--- config.mk ---
export PLATFORM = sky130hd
export DESIGN_NAME = sample_in_ball_shuffler
export DESIGN_NICKNAME = d
export VERILOG_FILES = /design/src/sib_pkg.sv /design/src/sample_in_ball_shuffler.sv
export VERILOG_INCLUDE_DIRS = /design/src
export SDC_FILE = /design/constraint.sdc
export NUM_CORES = 1
export LEC_CHECK = 0
export BUFFER_PORTS_ARGS = -buffer_cell sky130_fd_sc_hd__buf_2
export CAP_MARGIN = 20
export CORE_AREA = 2 2 158 160
export CTS_CLUSTER_DIAMETER = 30
export DETAILED_ROUTE_END_ITERATION = 12
export DIE_AREA = 0 0 160 162
export HOLD_SLACK_MARGIN = 0.05
export PLACE_DENSITY = 0.44
export RECOVER_POWER = 25
export SKIP_CTS_REPAIR_TIMING = 1
export SLEW_MARGIN = 20
export SYNTH_ARGS = -nofsm -noshare
export SYNTH_HDL_FRONTEND = slang
export SYNTH_SLANG_ARGS = --single-unit
--- constraint.sdc ---
create_clock -name clk -period 2 [get_ports clk]
set_input_delay 0.4 -clock clk [delete_from_list [all_inputs] [get_ports clk]]
set_output_delay 0.4 -clock clk [all_outputs]
set_load 0.02 [all_outputs]
--- src/sib_macros.svh ---
// Build constants for the SampleInBall unit
// Values follow the ML-DSA parameter set with TAU = 39
// Changing TAU also changes the start index of the sampler
// Coefficients are stored in SIB_Q_W-1 bits, which holds Q-1

`ifndef SIB_MACROS_SVH
`define SIB_MACROS_SVH

// Prime modulus of the lattice ring
`define SIB_Q 8380417

// Width of arithmetic mod Q
`define SIB_Q_W 24

// Number of nonzero challenge coefficients
`define SIB_TAU 39

// Hash bytes consumed as sign bits before sampling starts
`define SIB_SIGN_BYTES 8

// Polynomial size and packing of the coefficient memory
`define SIB_COEFFS 256
`define SIB_WORD_COEFFS 4

`endif

--- src/sib_pkg.sv ---
// Shared types of the SampleInBall unit
// Widths derive from the macros header, so both must agree
// Stored coefficients hold only 0, 1 or Q-1

`default_nettype none

`include "sib_macros.svh"

package sib_pkg;

  // Index and address widths
  localparam int SIB_IDX_W  = $clog2(`SIB_COEFFS);
  localparam int SIB_SLOT_W = $clog2(`SIB_WORD_COEFFS);
  localparam int SIB_ADDR_W = SIB_IDX_W - SIB_SLOT_W;

  typedef logic [`SIB_Q_W-2:0] coeff_t;
  typedef coeff_t [`SIB_WORD_COEFFS-1:0] mem_word_t;
  typedef logic [SIB_ADDR_W-1:0] word_addr_t;
  typedef logic [SIB_IDX_W-1:0] sib_index_t;

  // Stored forms of +1 and -1
  localparam coeff_t COEFF_POS = coeff_t'(1);
  localparam coeff_t COEFF_NEG = coeff_t'(`SIB_Q - 1);

endpackage

`default_nettype wire

--- src/sample_in_ball_shuffler.sv ---
// Swaps coefficient j into slot i and writes the signed one at j
// Every request takes two cycles: a read cycle, then a write cycle
// The requester must keep valid and all request fields stable under hold
// Port 0 addresses the word of j and port 1 the word of i
// The memory must return read data one cycle after the address

`default_nettype none

module sample_in_ball_shuffler
  import sib_pkg::*;
(
  input  wire logic                  clk,
  input  wire logic                  rst_b,
  input  wire logic                  zeroize,

  // Swap request
  input  wire logic                  valid_i,
  output logic                       hold_o,
  input  wire sib_index_t            indexi_i,
  input  wire sib_index_t            indexj_i,
  input  wire logic                  sign_i,

  // Two read/write ports into the coefficient memory
  output logic       [1:0]           we_o,
  output word_addr_t [1:0]           addr_o,
  output mem_word_t  [1:0]           wrdata_o,
  input  wire mem_word_t [1:0]       rddata_i
);

  logic                  read_valid;
  logic                  addr_match;
  logic [SIB_SLOT_W-1:0] slot_i;
  logic [SIB_SLOT_W-1:0] slot_j;
  coeff_t                nxt_i;
  coeff_t                nxt_j;
  mem_word_t             word_i_upd;

  // First cycle of a request is the read cycle, so it is held
  assign hold_o = valid_i & ~read_valid;

  // Addresses stay on the ports for both cycles since the request is stable
  assign addr_o[0] = indexj_i[SIB_IDX_W-1:SIB_SLOT_W];
  assign addr_o[1] = indexi_i[SIB_IDX_W-1:SIB_SLOT_W];

  assign slot_i = indexi_i[SIB_SLOT_W-1:0];
  assign slot_j = indexj_i[SIB_SLOT_W-1:0];

  // Both indices in one word means one port must carry both updates
  assign addr_match = (addr_o[0] == addr_o[1]);

  // Marks the write cycle, which follows each read cycle
  always_ff @(posedge clk or negedge rst_b) begin
    if (!rst_b) begin
      read_valid <= 1'b0;
    end else if (zeroize) begin
      read_valid <= 1'b0;
    end else begin
      read_valid <= valid_i & ~read_valid;
    end
  end

  // Slot j receives +1 or -1 in stored form
  assign nxt_j = sign_i ? COEFF_NEG : COEFF_POS;

  // Slot i receives the old value found at j
  assign nxt_i = rddata_i[0][slot_j];

  // Port 0 rewrites the word of j with the signed one in place
  always_comb begin
    wrdata_o[0]         = rddata_i[0];
    wrdata_o[0][slot_j] = nxt_j;
  end

  // Port 1 rewrites the word of i with the moved coefficient
  always_comb begin
    word_i_upd         = rddata_i[1];
    word_i_upd[slot_i] = nxt_i;
  end

  // On a shared word, slot j is patched on top of the port 1 data
  // When i equals j this leaves the signed one in the slot, as required
  always_comb begin
    wrdata_o[1] = word_i_upd;
    if (addr_match) begin
      wrdata_o[1][slot_j] = nxt_j;
    end
  end

  assign we_o[0] = read_valid & ~addr_match;
  assign we_o[1] = read_valid;

  // The requester keeps the request steady from the read into the write cycle
  a_request_stable_under_hold : assert property (
    @(posedge clk) disable iff (!rst_b || zeroize)
    (valid_i && hold_o) |=> (valid_i && $stable(indexi_i) && $stable(indexj_i)
                             && $stable(sign_i))
  );

endmodule

`default_nettype wire

# Word-level counts from Yosys, hierarchy flattened

Cells that the tools add are included.

$add $sub $neg: 0
$mul: 0
Div/mod/pow operators: 0
$lt $le $gt $ge: 4
Equality and inequality tests: 1
Shift operators: 0
Multiplexer cells: 12
Bitwise operators: 4
Reductions and logical operators: 2

Operator list:

| kind                                                                         | count |
|---|---|
| 92-bit bitwise mux                                                           | 3 |
| 23-bit demux with 2-bit select                                               | 2 |
| 23-bit two-way mux                                                           | 4 |
| 92-bit two-way mux                                                           | 1 |
| 23-bit binary-select mux with 2-bit select                                   | 1 |
| 6-bit == test                                                                | 1 |
| 2-bit by 3-bit less-than comparator with 1-bit output, second input constant | 2 |
| 2-bit by 1-bit >= comparator with 1-bit output, second input constant        | 2 |
| 1-bit AND                                                                    | 2 |
| 1-bit logical AND                                                            | 2 |
| 1-bit NOT                                                                    | 2 |
| 1-bit two-way mux                                                            | 1 |

Flip-flop bits (word level): 1
Bits in latches: 0
RAM bits: 0
ROM bits: 0
Output and inout port bits: 199
Memories: 0

# Depth between registers and ports, before layout

Depth after elaboration: 7
Mapped depth: 6

# Worst setup path after synthesis

Ideal clock, no wire load.

Path type: input to output
Start: input port indexj_i[1]
End: output port wrdata_o[105] in the netlist's numbering
Data arrival time: 1.772 ns
Data required time: 1.600 ns
Setup slack: -0.172 ns
Stages on the path: 6
Buffers on the path: 3
Path through: buf_6 > or2_0 > buf_6 > or3_4 > buf_6 > a31oi_1

RTL lines:

| what            | line                          | source |
|---|---|---|
| start, declared | sample_in_ball_shuffler.sv:20 | `input wire sib_index_t indexj_i,` |
| end, declared   | sample_in_ball_shuffler.sv:26 | `output mem_word_t [1:0] wrdata_o,` |

==> run summary <==
status: finished, violations left
failing checks: setup timing
Setup Crit Path Kind: input pin to primary output
residual DRC count: 0
Post-Syn Area per Cell: 5.97 sq um
number of global-route vias before repair: 5161
Setup Skew: 0 ns
Peak VDD IR: 0.172 mV
most common cell after layout, fill and taps aside: buf_2
Syn Nets: 719
Cell Rows: 57
Worst-Skew Late Latency: 0 ns
antenna-violating nets left: 0
Die ar.: 0.0259 sq mm
Max-cap violations: 0
initial antenna violation count: 1
Reg2Reg Depth: 2
largest net degree at the start of global routing: 25
worst reg2reg path startpoint: read_valid
via count: 5407
DR iter-0 viols: 284
share of the yosys chip area belonging to registers: 0.815%
final hold viol count: 0
grt total ovfl: 0
Hold Slack: 0.163 ns
cell taking the most area after synthesis: nand2_1
Routed Wire Length: 24.5 mm
Die H: 162 um
Setup crit end kind: primary output
ranking of synthesized cells by area: nand2_1 27%, mux4_2 17%, and2_1 10%, a31oi_1 8.2%, a21oi_1 7.8%
number of top-level pins: 404
slack of the critical path: -0.312 ns
Slew HR: 75.5%
CORE AREA: 0.0241 sq mm
hold crit path type: input pin to async pin
RR Endpoint: read_valid
share of layout cells above drive strength 1: 59.9%
fin nets: 1142
most frequent cells in the layout: 318 x buf_2, 220 x nand2_1, 80 x buf_4
Worst Path Arrival: 1.91 ns
pre-CTS setup slack: -0.406 ns
# setup viols final: 102
max FFs per register: 1
f_max: 433 MHz
vias per cell: 4.29
first-pass GRT wire length: 32.5 mm
min Tclk post-route: 2.31 ns
Mapped Area: 0.00307 sq mm
Yosys cell types: 27
Startpoint Class: input pin
die width: 160 um
R2R setup slack: 1.27 ns
static leakage: 0.00356 uW
final period utilization: 116%
Largest Register: read_valid
RSZ-0062 raised after global routing: yes
Port Buf Inserts: 403
CP max FO: 8
routability cong.: 0.864
gate count of the mapped netlist: 514
hpwl dp: 19.9 mm
drt pass-1 iters: 4
Worst Path Required: 1.60 ns
clock slew at reported path FFs: 0 ns
Initial Util: 12.7%
registers with the most flip-flops: read_valid (1)
Pwr Density: 304 mW/mm^2
YS warnings: 0
Wirelength per Cell: 19.4 um
number of synthesized register bits: 1
GRT Total Usage: 16.4%
Slew Limit Fails: 0
Area Growth Syn to Fin: 126%
worst slew pin tran: 0.367 ns
top cell type's share of synthesized area: 27.3%
## stage by stage
step,setup TNS (ns),std cells,power (uW),util (%),instance area (sq um)
global route,-24.29,1260,2240,28.8,6930
global placement,-28.70,1244,1920,25.8,6220
finish,-15.16,1260,2110,28.8,6930
floorplan,-2.69,514,1090,-,3400
detailed placement,-29.26,1244,1920,25.8,6220
CTS,-29.40,1244,1930,25.8,6220
## report_power, final
| group | internal, uW | total, uW | switching (uW) |
|---|---|---|---|
| logic | 899 | 2090 | 1190 |
| registers | 21.7 | 22.5 | 0.800 |
| clock network | 0.0000669 | 0.0000669 | 0 |
| total | 921 | 2110 | 1190 |
## layout make-up
| cell class | instances | area [sq um] |
|---|---|---|
| well taps | 324 | 405 |
| fillers | 2761 | 17200 |
| inverters | 1 | 3.75 |
| diodes | 1 | 2.50 |
| flip-flops and latches | 1 | 25.0 |
| multi-input cells | 451 | 3250 |
| repair buffers | 482 | 3240 |
## worst max-delay path, cell delays in order
cell	delay, ns
buf_8	0.10
xnor2_2	0.15
nand4_1	0.12
buf_6	0.16
or3_4	0.48
buf_12	0.18
a31oi_4	0.16
buf_6	0.14
## synth_stat cells
cell,instances
nor4_4,4
a21oi_1,48
mux4_2,23
or2_0,2
mux2i_1,8
o21ai_0,4
a21o_1,20
nor3_1,4
or3_1,2
and2_1,49
clkbuf_1,29
xnor2_1,6
nand2_1,223
a31oi_1,40
nor2b_1,4
nor2_1,3
or2_2,2
buf_1,3
inv_1,1
o21a_1,1
or3_4,2
buf_6,6
buf_4,15
nand2b_1,4
buf_2,9
nand4_1,1
dfrtp_1,1
## cell families (layout without fill, tap and decap cells)
family | count (synthesis) | in the layout | share of synthesized area, %
compound gates | 113 | 113 | 21.8
simple gates | 300 | 301 | 44.8
buf+inv | 63 | 483 | 11.4
xor+xnor | 6 | 6 | 1.71
flops | 1 | 1 | 0.815
mux | 31 | 31 | 19.5
other cells | 0 | 1 | 0
## layer usage
metal	routed length, um	vias to the layer above	global-route usage [%]
met5	0	-	0
met4	176	0	1.64
met3	1130	14	1.61
met2	12400	213	29.3
met1	10800	2598	22.0
li1	-	2582	-
## worst max path at each step
stage | start | endpoint | slack (ns) | cells past startpoint
global placement | indexi_i[2] | wrdata_o[149] | -0.42 | 9
detailed placement | indexi_i[2] | wrdata_o[149] | -0.41 | 9
global route | indexj_i[2] | wrdata_o[110] | -0.39 | 8
floorplan | indexj_i[1] | wrdata_o[105] | -0.08 | 6
CTS | indexi_i[2] | wrdata_o[149] | -0.41 | 9
finish | indexj_i[2] | wrdata_o[110] | -0.31 | 8
No activity file was read; power rests on OpenSTA's default activity.
