[config.mk]
export PLATFORM = sky130hd
export DESIGN_NAME = sib_index_gen
export DESIGN_NICKNAME = d
export VERILOG_FILES = /design/src/sib_pkg.sv /design/src/sib_index_gen.sv
export VERILOG_INCLUDE_DIRS = /design/src
export SDC_FILE = /design/constraint.sdc
export NUM_CORES = 1
export LEC_CHECK = 0
export ABC_CLOCK_PERIOD_IN_PS = 2620
export BUFFER_PORTS_ARGS = -buffer_cell sky130_fd_sc_hd__buf_2
export CELL_PAD_IN_SITES_DETAIL_PLACEMENT = 0
export CELL_PAD_IN_SITES_GLOBAL_PLACEMENT = 2
export CORE_ASPECT_RATIO = 0.9
export CORE_UTILIZATION = 36
export DETAILED_ROUTE_END_ITERATION = 8
export PLACE_DENSITY = 0.78
export SLEW_MARGIN = 20
export SYNTH_ARGS = -nofsm -noshare
export SYNTH_HDL_FRONTEND = slang
export SYNTH_SLANG_ARGS = --single-unit
[constraint.sdc]
create_clock -name clk -period 2.62 [get_ports clk]
set_clock_uncertainty 0.15 [all_clocks]
set_input_delay 0 -clock clk [delete_from_list [all_inputs] [get_ports clk]]
set_output_delay 0 -clock clk [all_outputs]
set_load 0.005 [all_outputs]
[src/sib_macros.svh]
// Build constants for the SampleInBall unit
// Values follow the ML-DSA parameter set with TAU = 39
// Changing TAU also changes the start index of the sampler
// Coefficients are stored in SIB_Q_W-1 bits, which holds Q-1

`ifndef SIB_MACROS_SVH
`define SIB_MACROS_SVH

// Prime modulus of the lattice ring
`define SIB_Q 8380417

// Width of arithmetic mod Q
`define SIB_Q_W 24

// Number of nonzero challenge coefficients
`define SIB_TAU 39

// Hash bytes consumed as sign bits before sampling starts
`define SIB_SIGN_BYTES 8

// Polynomial size and packing of the coefficient memory
`define SIB_COEFFS 256
`define SIB_WORD_COEFFS 4

`endif

[src/sib_pkg.sv]
// Shared types of the SampleInBall unit
// Widths derive from the macros header, so both must agree
// Stored coefficients hold only 0, 1 or Q-1

`default_nettype none

`include "sib_macros.svh"

package sib_pkg;

  // Index and address widths
  localparam int SIB_IDX_W  = $clog2(`SIB_COEFFS);
  localparam int SIB_SLOT_W = $clog2(`SIB_WORD_COEFFS);
  localparam int SIB_ADDR_W = SIB_IDX_W - SIB_SLOT_W;

  typedef logic [`SIB_Q_W-2:0] coeff_t;
  typedef coeff_t [`SIB_WORD_COEFFS-1:0] mem_word_t;
  typedef logic [SIB_ADDR_W-1:0] word_addr_t;
  typedef logic [SIB_IDX_W-1:0] sib_index_t;

  // Stored forms of +1 and -1
  localparam coeff_t COEFF_POS = coeff_t'(1);
  localparam coeff_t COEFF_NEG = coeff_t'(`SIB_Q - 1);

endpackage

`default_nettype wire

[src/sib_index_gen.sv]
// Turns a stream of hash bytes into swap requests for the shuffler
// The first SIB_SIGN_BYTES bytes are sign bits, first byte in the low bits
// Later bytes are rejection-sampled against the running index i
// Reset, start and zeroize all leave it ready for a new run
// Bytes offered before a start are consumed as part of that run
// After TAU swaps done rises and all bytes are held

`default_nettype none

`include "sib_macros.svh"

module sib_index_gen
  import sib_pkg::*;
(
  input  wire logic        clk,
  input  wire logic        rst_b,
  input  wire logic        start_i,
  input  wire logic        zeroize_i,

  // Hash byte stream
  input  wire logic        byte_valid_i,
  input  wire logic [7:0]  byte_i,
  output logic             byte_hold_o,

  // Swap request to the shuffler
  output logic             req_valid_o,
  input  wire logic        req_hold_i,
  output sib_index_t       req_i_o,
  output sib_index_t       req_j_o,
  output logic             req_sign_o,

  output logic             done_o
);

  localparam int SIGN_W     = `SIB_SIGN_BYTES * 8;
  localparam int SIGN_CNT_W = $clog2(`SIB_SIGN_BYTES + 1);

  // First and last values of the running index
  localparam sib_index_t IDX_FIRST = sib_index_t'(`SIB_COEFFS - `SIB_TAU);
  localparam sib_index_t IDX_LAST  = sib_index_t'(`SIB_COEFFS - 1);

  logic [SIGN_W-1:0]     sign_q;
  logic [SIGN_CNT_W-1:0] sign_cnt_q;
  sib_index_t            idx_q;
  logic                  done_q;
  logic                  restart;
  logic                  sampling;
  logic                  accept;
  logic                  byte_take;
  logic                  req_done;

  assign restart = start_i | zeroize_i;

  // Sign collection ends once every sign byte is in
  assign sampling = (sign_cnt_q == SIGN_CNT_W'(`SIB_SIGN_BYTES));

  // Rejection rule: j must not exceed i
  assign accept = (sib_index_t'(byte_i) <= idx_q);

  // An accepted byte is the request itself, so the source keeps it stable
  assign req_valid_o = sampling & byte_valid_i & accept & ~done_q & ~restart;
  assign req_i_o     = idx_q;
  assign req_j_o     = sib_index_t'(byte_i);
  assign req_sign_o  = sign_q[0];

  assign req_done = req_valid_o & ~req_hold_i;

  // Hold bytes during a restart, after done, and while the swap reads
  assign byte_hold_o = restart | done_q | (req_valid_o & req_hold_i);

  assign byte_take = byte_valid_i & ~byte_hold_o;

  always_ff @(posedge clk or negedge rst_b) begin
    if (!rst_b) begin
      sign_q     <= '0;
      sign_cnt_q <= '0;
      idx_q      <= IDX_FIRST;
      done_q     <= 1'b0;
    end else if (restart) begin
      sign_q     <= '0;
      sign_cnt_q <= '0;
      idx_q      <= IDX_FIRST;
      done_q     <= 1'b0;
    end else if (!sampling) begin
      // New sign byte enters at the top and moves down one byte per load
      if (byte_take) begin
        sign_q     <= {byte_i, sign_q[SIGN_W-1:8]};
        sign_cnt_q <= sign_cnt_q + 1'b1;
      end
    end else if (req_done) begin
      // Each finished swap uses up one sign bit
      sign_q <= sign_q >> 1;
      if (idx_q == IDX_LAST) begin
        done_q <= 1'b1;
      end else begin
        idx_q <= idx_q + 1'b1;
      end
    end
  end

  assign done_o = done_q;

  // A held byte stays on the input until it is taken, since it is the request
  a_byte_stable_under_hold : assert property (
    @(posedge clk) disable iff (!rst_b || restart)
    (byte_valid_i && byte_hold_o) |=> (byte_valid_i && $stable(byte_i))
  );

endmodule

`default_nettype wire

# [Word level (Yosys, flattened, before mapping)]
# Index checks and enable logic that the tools add are counted.
# W data, S select, Z words.
[totals] reg_bits=77 output_inout_bits=20
[classes] n_addsub=2 magnitude_cmp=1 n_eq_ne=5 n_mux=15 bitwise=14 reduce_logical=9
[op_table] operator="$mux W64" count=4
[op_table] operator="$mux W8" count=4
[op_table] operator="$mux W4" count=3
[op_table] operator="$add A8 B1 Y8 const B" count=1
[op_table] operator="$eq A8 B8 Y1 const B" count=1
[op_table] operator="$le A8 B8 Y1" count=1
[op_table] operator="$reduce_bool A2 Y1" count=4
[op_table] operator="$and A1 B1 Y1" count=7
[op_table] operator="$reduce_and A3 Y1" count=2
[op_table] operator="$add A4 B1 Y4 const B" count=1
[op_table] operator="$eq A4 B4 Y1 const B" count=1
[op_table] operator="$mux W1" count=4
[op_table] operator="$ne A2 B2 Y1 const B" count=2
[op_table] operator="$not A1 Y1" count=4
[op_table] operator="$reduce_and A2 Y1" count=2
[op_table] operator="$ne A3 B2 Y1 const B" count=1
[op_table] operator="$or A1 B1 Y1" count=3
[op_table] operator="$reduce_bool A3 Y1" count=1

# [Depth between registers and ports, before layout]
[logic_depth] depth_word=12 depth_mapped=11 mapped_depth_nobuf=8

# [Least setup slack after synthesis]
# No wires, ideal clock.
[synth_path] path_type="register -> register" startpoint="register idx_q[7], in the netlist req_i_o[7]" endpoint="register sign_q[50]" t_arrival_ns=2.214 required_time_ns=2.340 setup_slack_ns=0.127 path_stages_with_launch=12 n_path_buf=3 period_less_slack_ns=2.493 cell_sequence="dfstp_2 > inv_1 > ha_1 > nand4_2 > nor2_2 > a21oi_2 > nor4b_2 > buf_4 > or2_1 > buf_6 > buf_6 > a21oi_2"
[synth_between] elab_chain_len=10
[synth_rtl] item="from (decl)" line="sib_index_gen.sv:44" text="sib_index_t idx_q;"
[synth_rtl] item="from (signal assigned)" line="sib_index_gen.sv:96" text="idx_q <= idx_q + 1'b1;"
[synth_rtl] item="$le A8 B8 Y1 *" line="sib_index_gen.sv:58" text="assign accept = (sib_index_t'(byte_i) <= idx_q);"
[synth_rtl] item="$and A1 B1 Y1 * (3 in series)" line="sib_index_gen.sv:61" text="assign req_valid_o = sampling & byte_valid_i & accept & ~done_q & ~restart;"
[synth_rtl] item="$and A1 B1 Y1" line="sib_index_gen.sv:69" text="assign byte_hold_o = restart | done_q | (req_valid_o & req_hold_i);"
[synth_rtl] item="$or A1 B1 Y1" line="sib_index_gen.sv:69"
[synth_rtl] item="$not A1 Y1" line="sib_index_gen.sv:71" text="assign byte_take = byte_valid_i & ~byte_hold_o;"
[synth_rtl] item="$and A1 B1 Y1" line="sib_index_gen.sv:71"
[synth_rtl] item="$reduce_bool A3 Y1 (no line)"
[synth_rtl] item="$reduce_and A2 Y1 (no line) *"
[synth_rtl] item="to (signal assigned)" line="sib_index_gen.sv:87" text="sign_q <= {byte_i, sign_q[SIGN_W-1:8]};"
[synth_rtl] item="to (signal assigned)" line="sib_index_gen.sv:92" text="sign_q <= sign_q >> 1;"
[synth_rtl] item="to (decl)" line="sib_index_gen.sv:42" text="logic [SIGN_W-1:0] sign_q;"
# Every way passes the cells marked *; elsewhere a longest branch is shown, timed or not.
# A chain may end at the register's enable or synchronous reset.

# [Worst setup path in the final report]
[layout_path] startpoint="register idx_q[6], in the netlist req_i_o[6]" endpoint="register sign_q[60]"
# The elaborated chain is that of the path after synthesis.

==> flow_summary.toml <==
[timing]
hold_viol_final = 0
finalSetupViolCount = 0
fmax_mhz = 392.1
worst_pin_slew_ps = 779.6
finalCritPeriodShare = 0.9734
relSlewSlack = 0.4803
layout_min_cycle_time_ps = 2550
fin_ws_ps = 69.62
slew_viol_final = 0
hold_ws_ps = 12.49

[worst_setup_path]
worstPathMaxFanout = 8
cp.required_ps = 2690
regToRegStartpoint = "req_i_o[6]$_DFFE_PN1P_"
critical_path_arrival_ps = 2620
cp-start-kind = "register"
criticalPathCategory = "register to register"
endpoint_kind = "register"
critPathLaunch = "req_i_o[6]$_DFFE_PN1P_"

[route]
vias = 3315
drc = 0
firstDrtPassIters = 4
drt_iter0_drc = 252
wl_per_cell_microns = 17.91
antenna_left = 0
avgViaCountPerCell = 5.399
routed_wl_mm = 11.00

[yosys]
synthArstFlopShare = 1.000
synth.cell_area_sq_um = 4476
syn_inst = 406
ys_seq_elements = 77
avgSynthCellArea_sq_um = 11.02
ys_warn_count = 0
seq_area_frac_synth = 0.4319
yosysUniqueCellTypes = 37
syn_nets = 431
ys.flop_type = "dfrtp_1"
synth_enable_flop_cells = 0

[floorplan]
ios = 34
rows = 38
core_area_sq_um = 12080
dieArea_sq_um = 12880
chipWidth_microns = 119.5
die_h_microns = 107.8
start_util = 0.3706

[cells_and_area]
layoutNonFillerInstCount = 614
diodes = 0
most-common-layout-cells = "72 x dfrtp_1, 64 x o31ai_1, 63 x mux2i_1"
synthToLayoutAreaGrowth_pct = 21.14
final_common_cell = "dfrtp_1"
nFillCells = 1138
drive_gt1_frac = 0.3590
multi_input_area_sq_um = 2351
register_area_sq_um = 1933
final_util = 0.4489
nets = 474

[global_routing]
overflow = 0
grt_max_degree = 78
grt_pass1_wl_mm = 17.24
grt_util_all_layers = 0.1707
antenna_found_initial = 0
grt_pass1_vias = 3231

[worst_hold_path]
worstHoldPathType = "primary input to register"
min_from = "zeroize_i"

[pwr]
leakagePower_nw = 2.639
p_per_area_nw_per_um2 = 509.9
total_power_mw = 2.764
vdd_drop_max_v = 0.0003102

[clock_tree]
clk_latency_ps = 340
cts_buffers = 9
htree_levels = 3
clock-sinks = 77
cts_tree = "built"
root_buffer = "clkbuf_16"
clk_pin_slew_worst_paths_ps = 60
cts_max_path_buffers = 2

[placement]
gp_congestion = 0.8250
place_inst = 572
dp_hpwl_mm = 6.237
place_ws_ps = -15.04
port_buffers = 33

[run]
cap_viol_max_count = 0

[run_status]
status = "finished, final reports clean"
==> sequential cells by signal, indices dropped and copies added (netlist names) <==
signal and cells:
done_o 1, req_i_o 8, sign_q 64, sign_cnt_q 4
==> cell type report <==
type / instances / area share
inverter: 10 / 0.006924
multi-input combinational: 274 / 0.4336
clock inverter: 2 / 0.001846
tap: 160 / 0.03693
clock buffer: 14 / 0.04685
timing repair buffer: 77 / 0.1172
sequential: 77 / 0.3566
==> repair_timing <==
action                                  4_1_cts  5_1_grt
buffers inserted                              1       13
cloned                                        0        2
resized for setup                             4       13
endpoints found under the setup margin       56       66
pin swaps                                     3        7
hold buffers                                 10        0
endpoints found under the hold margin        83        0
==> power by group <==
| part | internal, mW | switching [mW] | total, mW | leakage [nW] |
|---|---|---|---|---|
| clock | 0.666 | 0.484 | 1.15 | 0.131 |
| combinational | 0.141 | 0.210 | 0.351 | 1.47 |
| sequential | 1.23 | 0.0342 | 1.26 | 1.04 |
| total | 2.04 | 0.728 | 2.76 | 2.64 |
==> synthesized netlist by cell type, types with 2 or more instances <==
master     n  area share
clkbuf_1  28       0.023
mux2i_1   63        0.14
nor2_1    10      0.0084
nor2b_1    2      0.0028
or2_2      3      0.0042
nand3_1    6      0.0067
nor3_1     2      0.0022
nand4_1    2      0.0028
nand3b_1   2      0.0034
o31ai_1   64        0.11
inv_1     10      0.0084
nand2_1   10      0.0084
a21oi_1    8      0.0089
xor2_1     2      0.0039
buf_6      7       0.018
a21oi_2   61        0.12
nor4_1     6      0.0084
or3_1      2      0.0028
ha_1      11       0.031
dfstp_2    5       0.029
o21ai_0    2      0.0022
buf_4      9       0.015
nor4b_2    2      0.0067
xnor2_1    5      0.0098
dfrtp_1   72        0.40
==> logic make-up after synthesis <==
kind of cell,after synthesis,synth area share
simple gates,52,0.06514
fa+ha+maj,11,0.03075
compound gates,141,0.2519
mux,63,0.1409
flops,77,0.4319
buf+inv,55,0.06570
xor+xnor,7,0.01370
==> stage by stage <==
stage | TNS, ps | area [sq um]
after global placement | 0 | 4792
after CTS | 0 | 5182
final | 0 | 5421
after floorplan | 0 | 4476
after global routing | -244.4 | 5421
after detailed placement | -71.33 | 4792
==> per-layer routing <==
layer,vias up,global-route usage,share of wire
li1,1593,-,-
met1,1680,0.2583,0.53
met2,33,0.2407,0.44
met3,9,0.03655,0.023
met4,0,0.04821,0.010
met5,-,0,0
==> path summary, 6_finish.rpt <==
| kind | to | slack (ps) | depth (start not counted) |
|---|---|---|---|
| hold / removal | req_i_o[2]$_DFFE_PN0P_ | 10 | 3 |
| setup / recovery | sign_q[60]$_DFFE_PN0P_ | 70 | 10 |
| max in group asynchronous | sign_q[20]$_DFFE_PN0P_ | 1700 | 2 |
| setup reg to reg | sign_q[60]$_DFFE_PN0P_ | 70 | 10 |
| min in group asynchronous | sign_q[2]$_DFFE_PN0P_ | 130 | 2 |
| hold reg to reg | sign_cnt_q[3]$_DFFE_PN0P_ | 400 | 2 |
==> worst max-delay path: stages, from the launching register on <==
cell and delay [ps]:
dfstp_2 560, inv_2 60, ha_4 270, nand4_4 120
nor2_4 190, a21oi_4 70, nor4b_4 390, or2_4 310
buf_4 150, buf_4 100, a21oi_2 40
No activity file was read; power rests on OpenSTA's default activity.
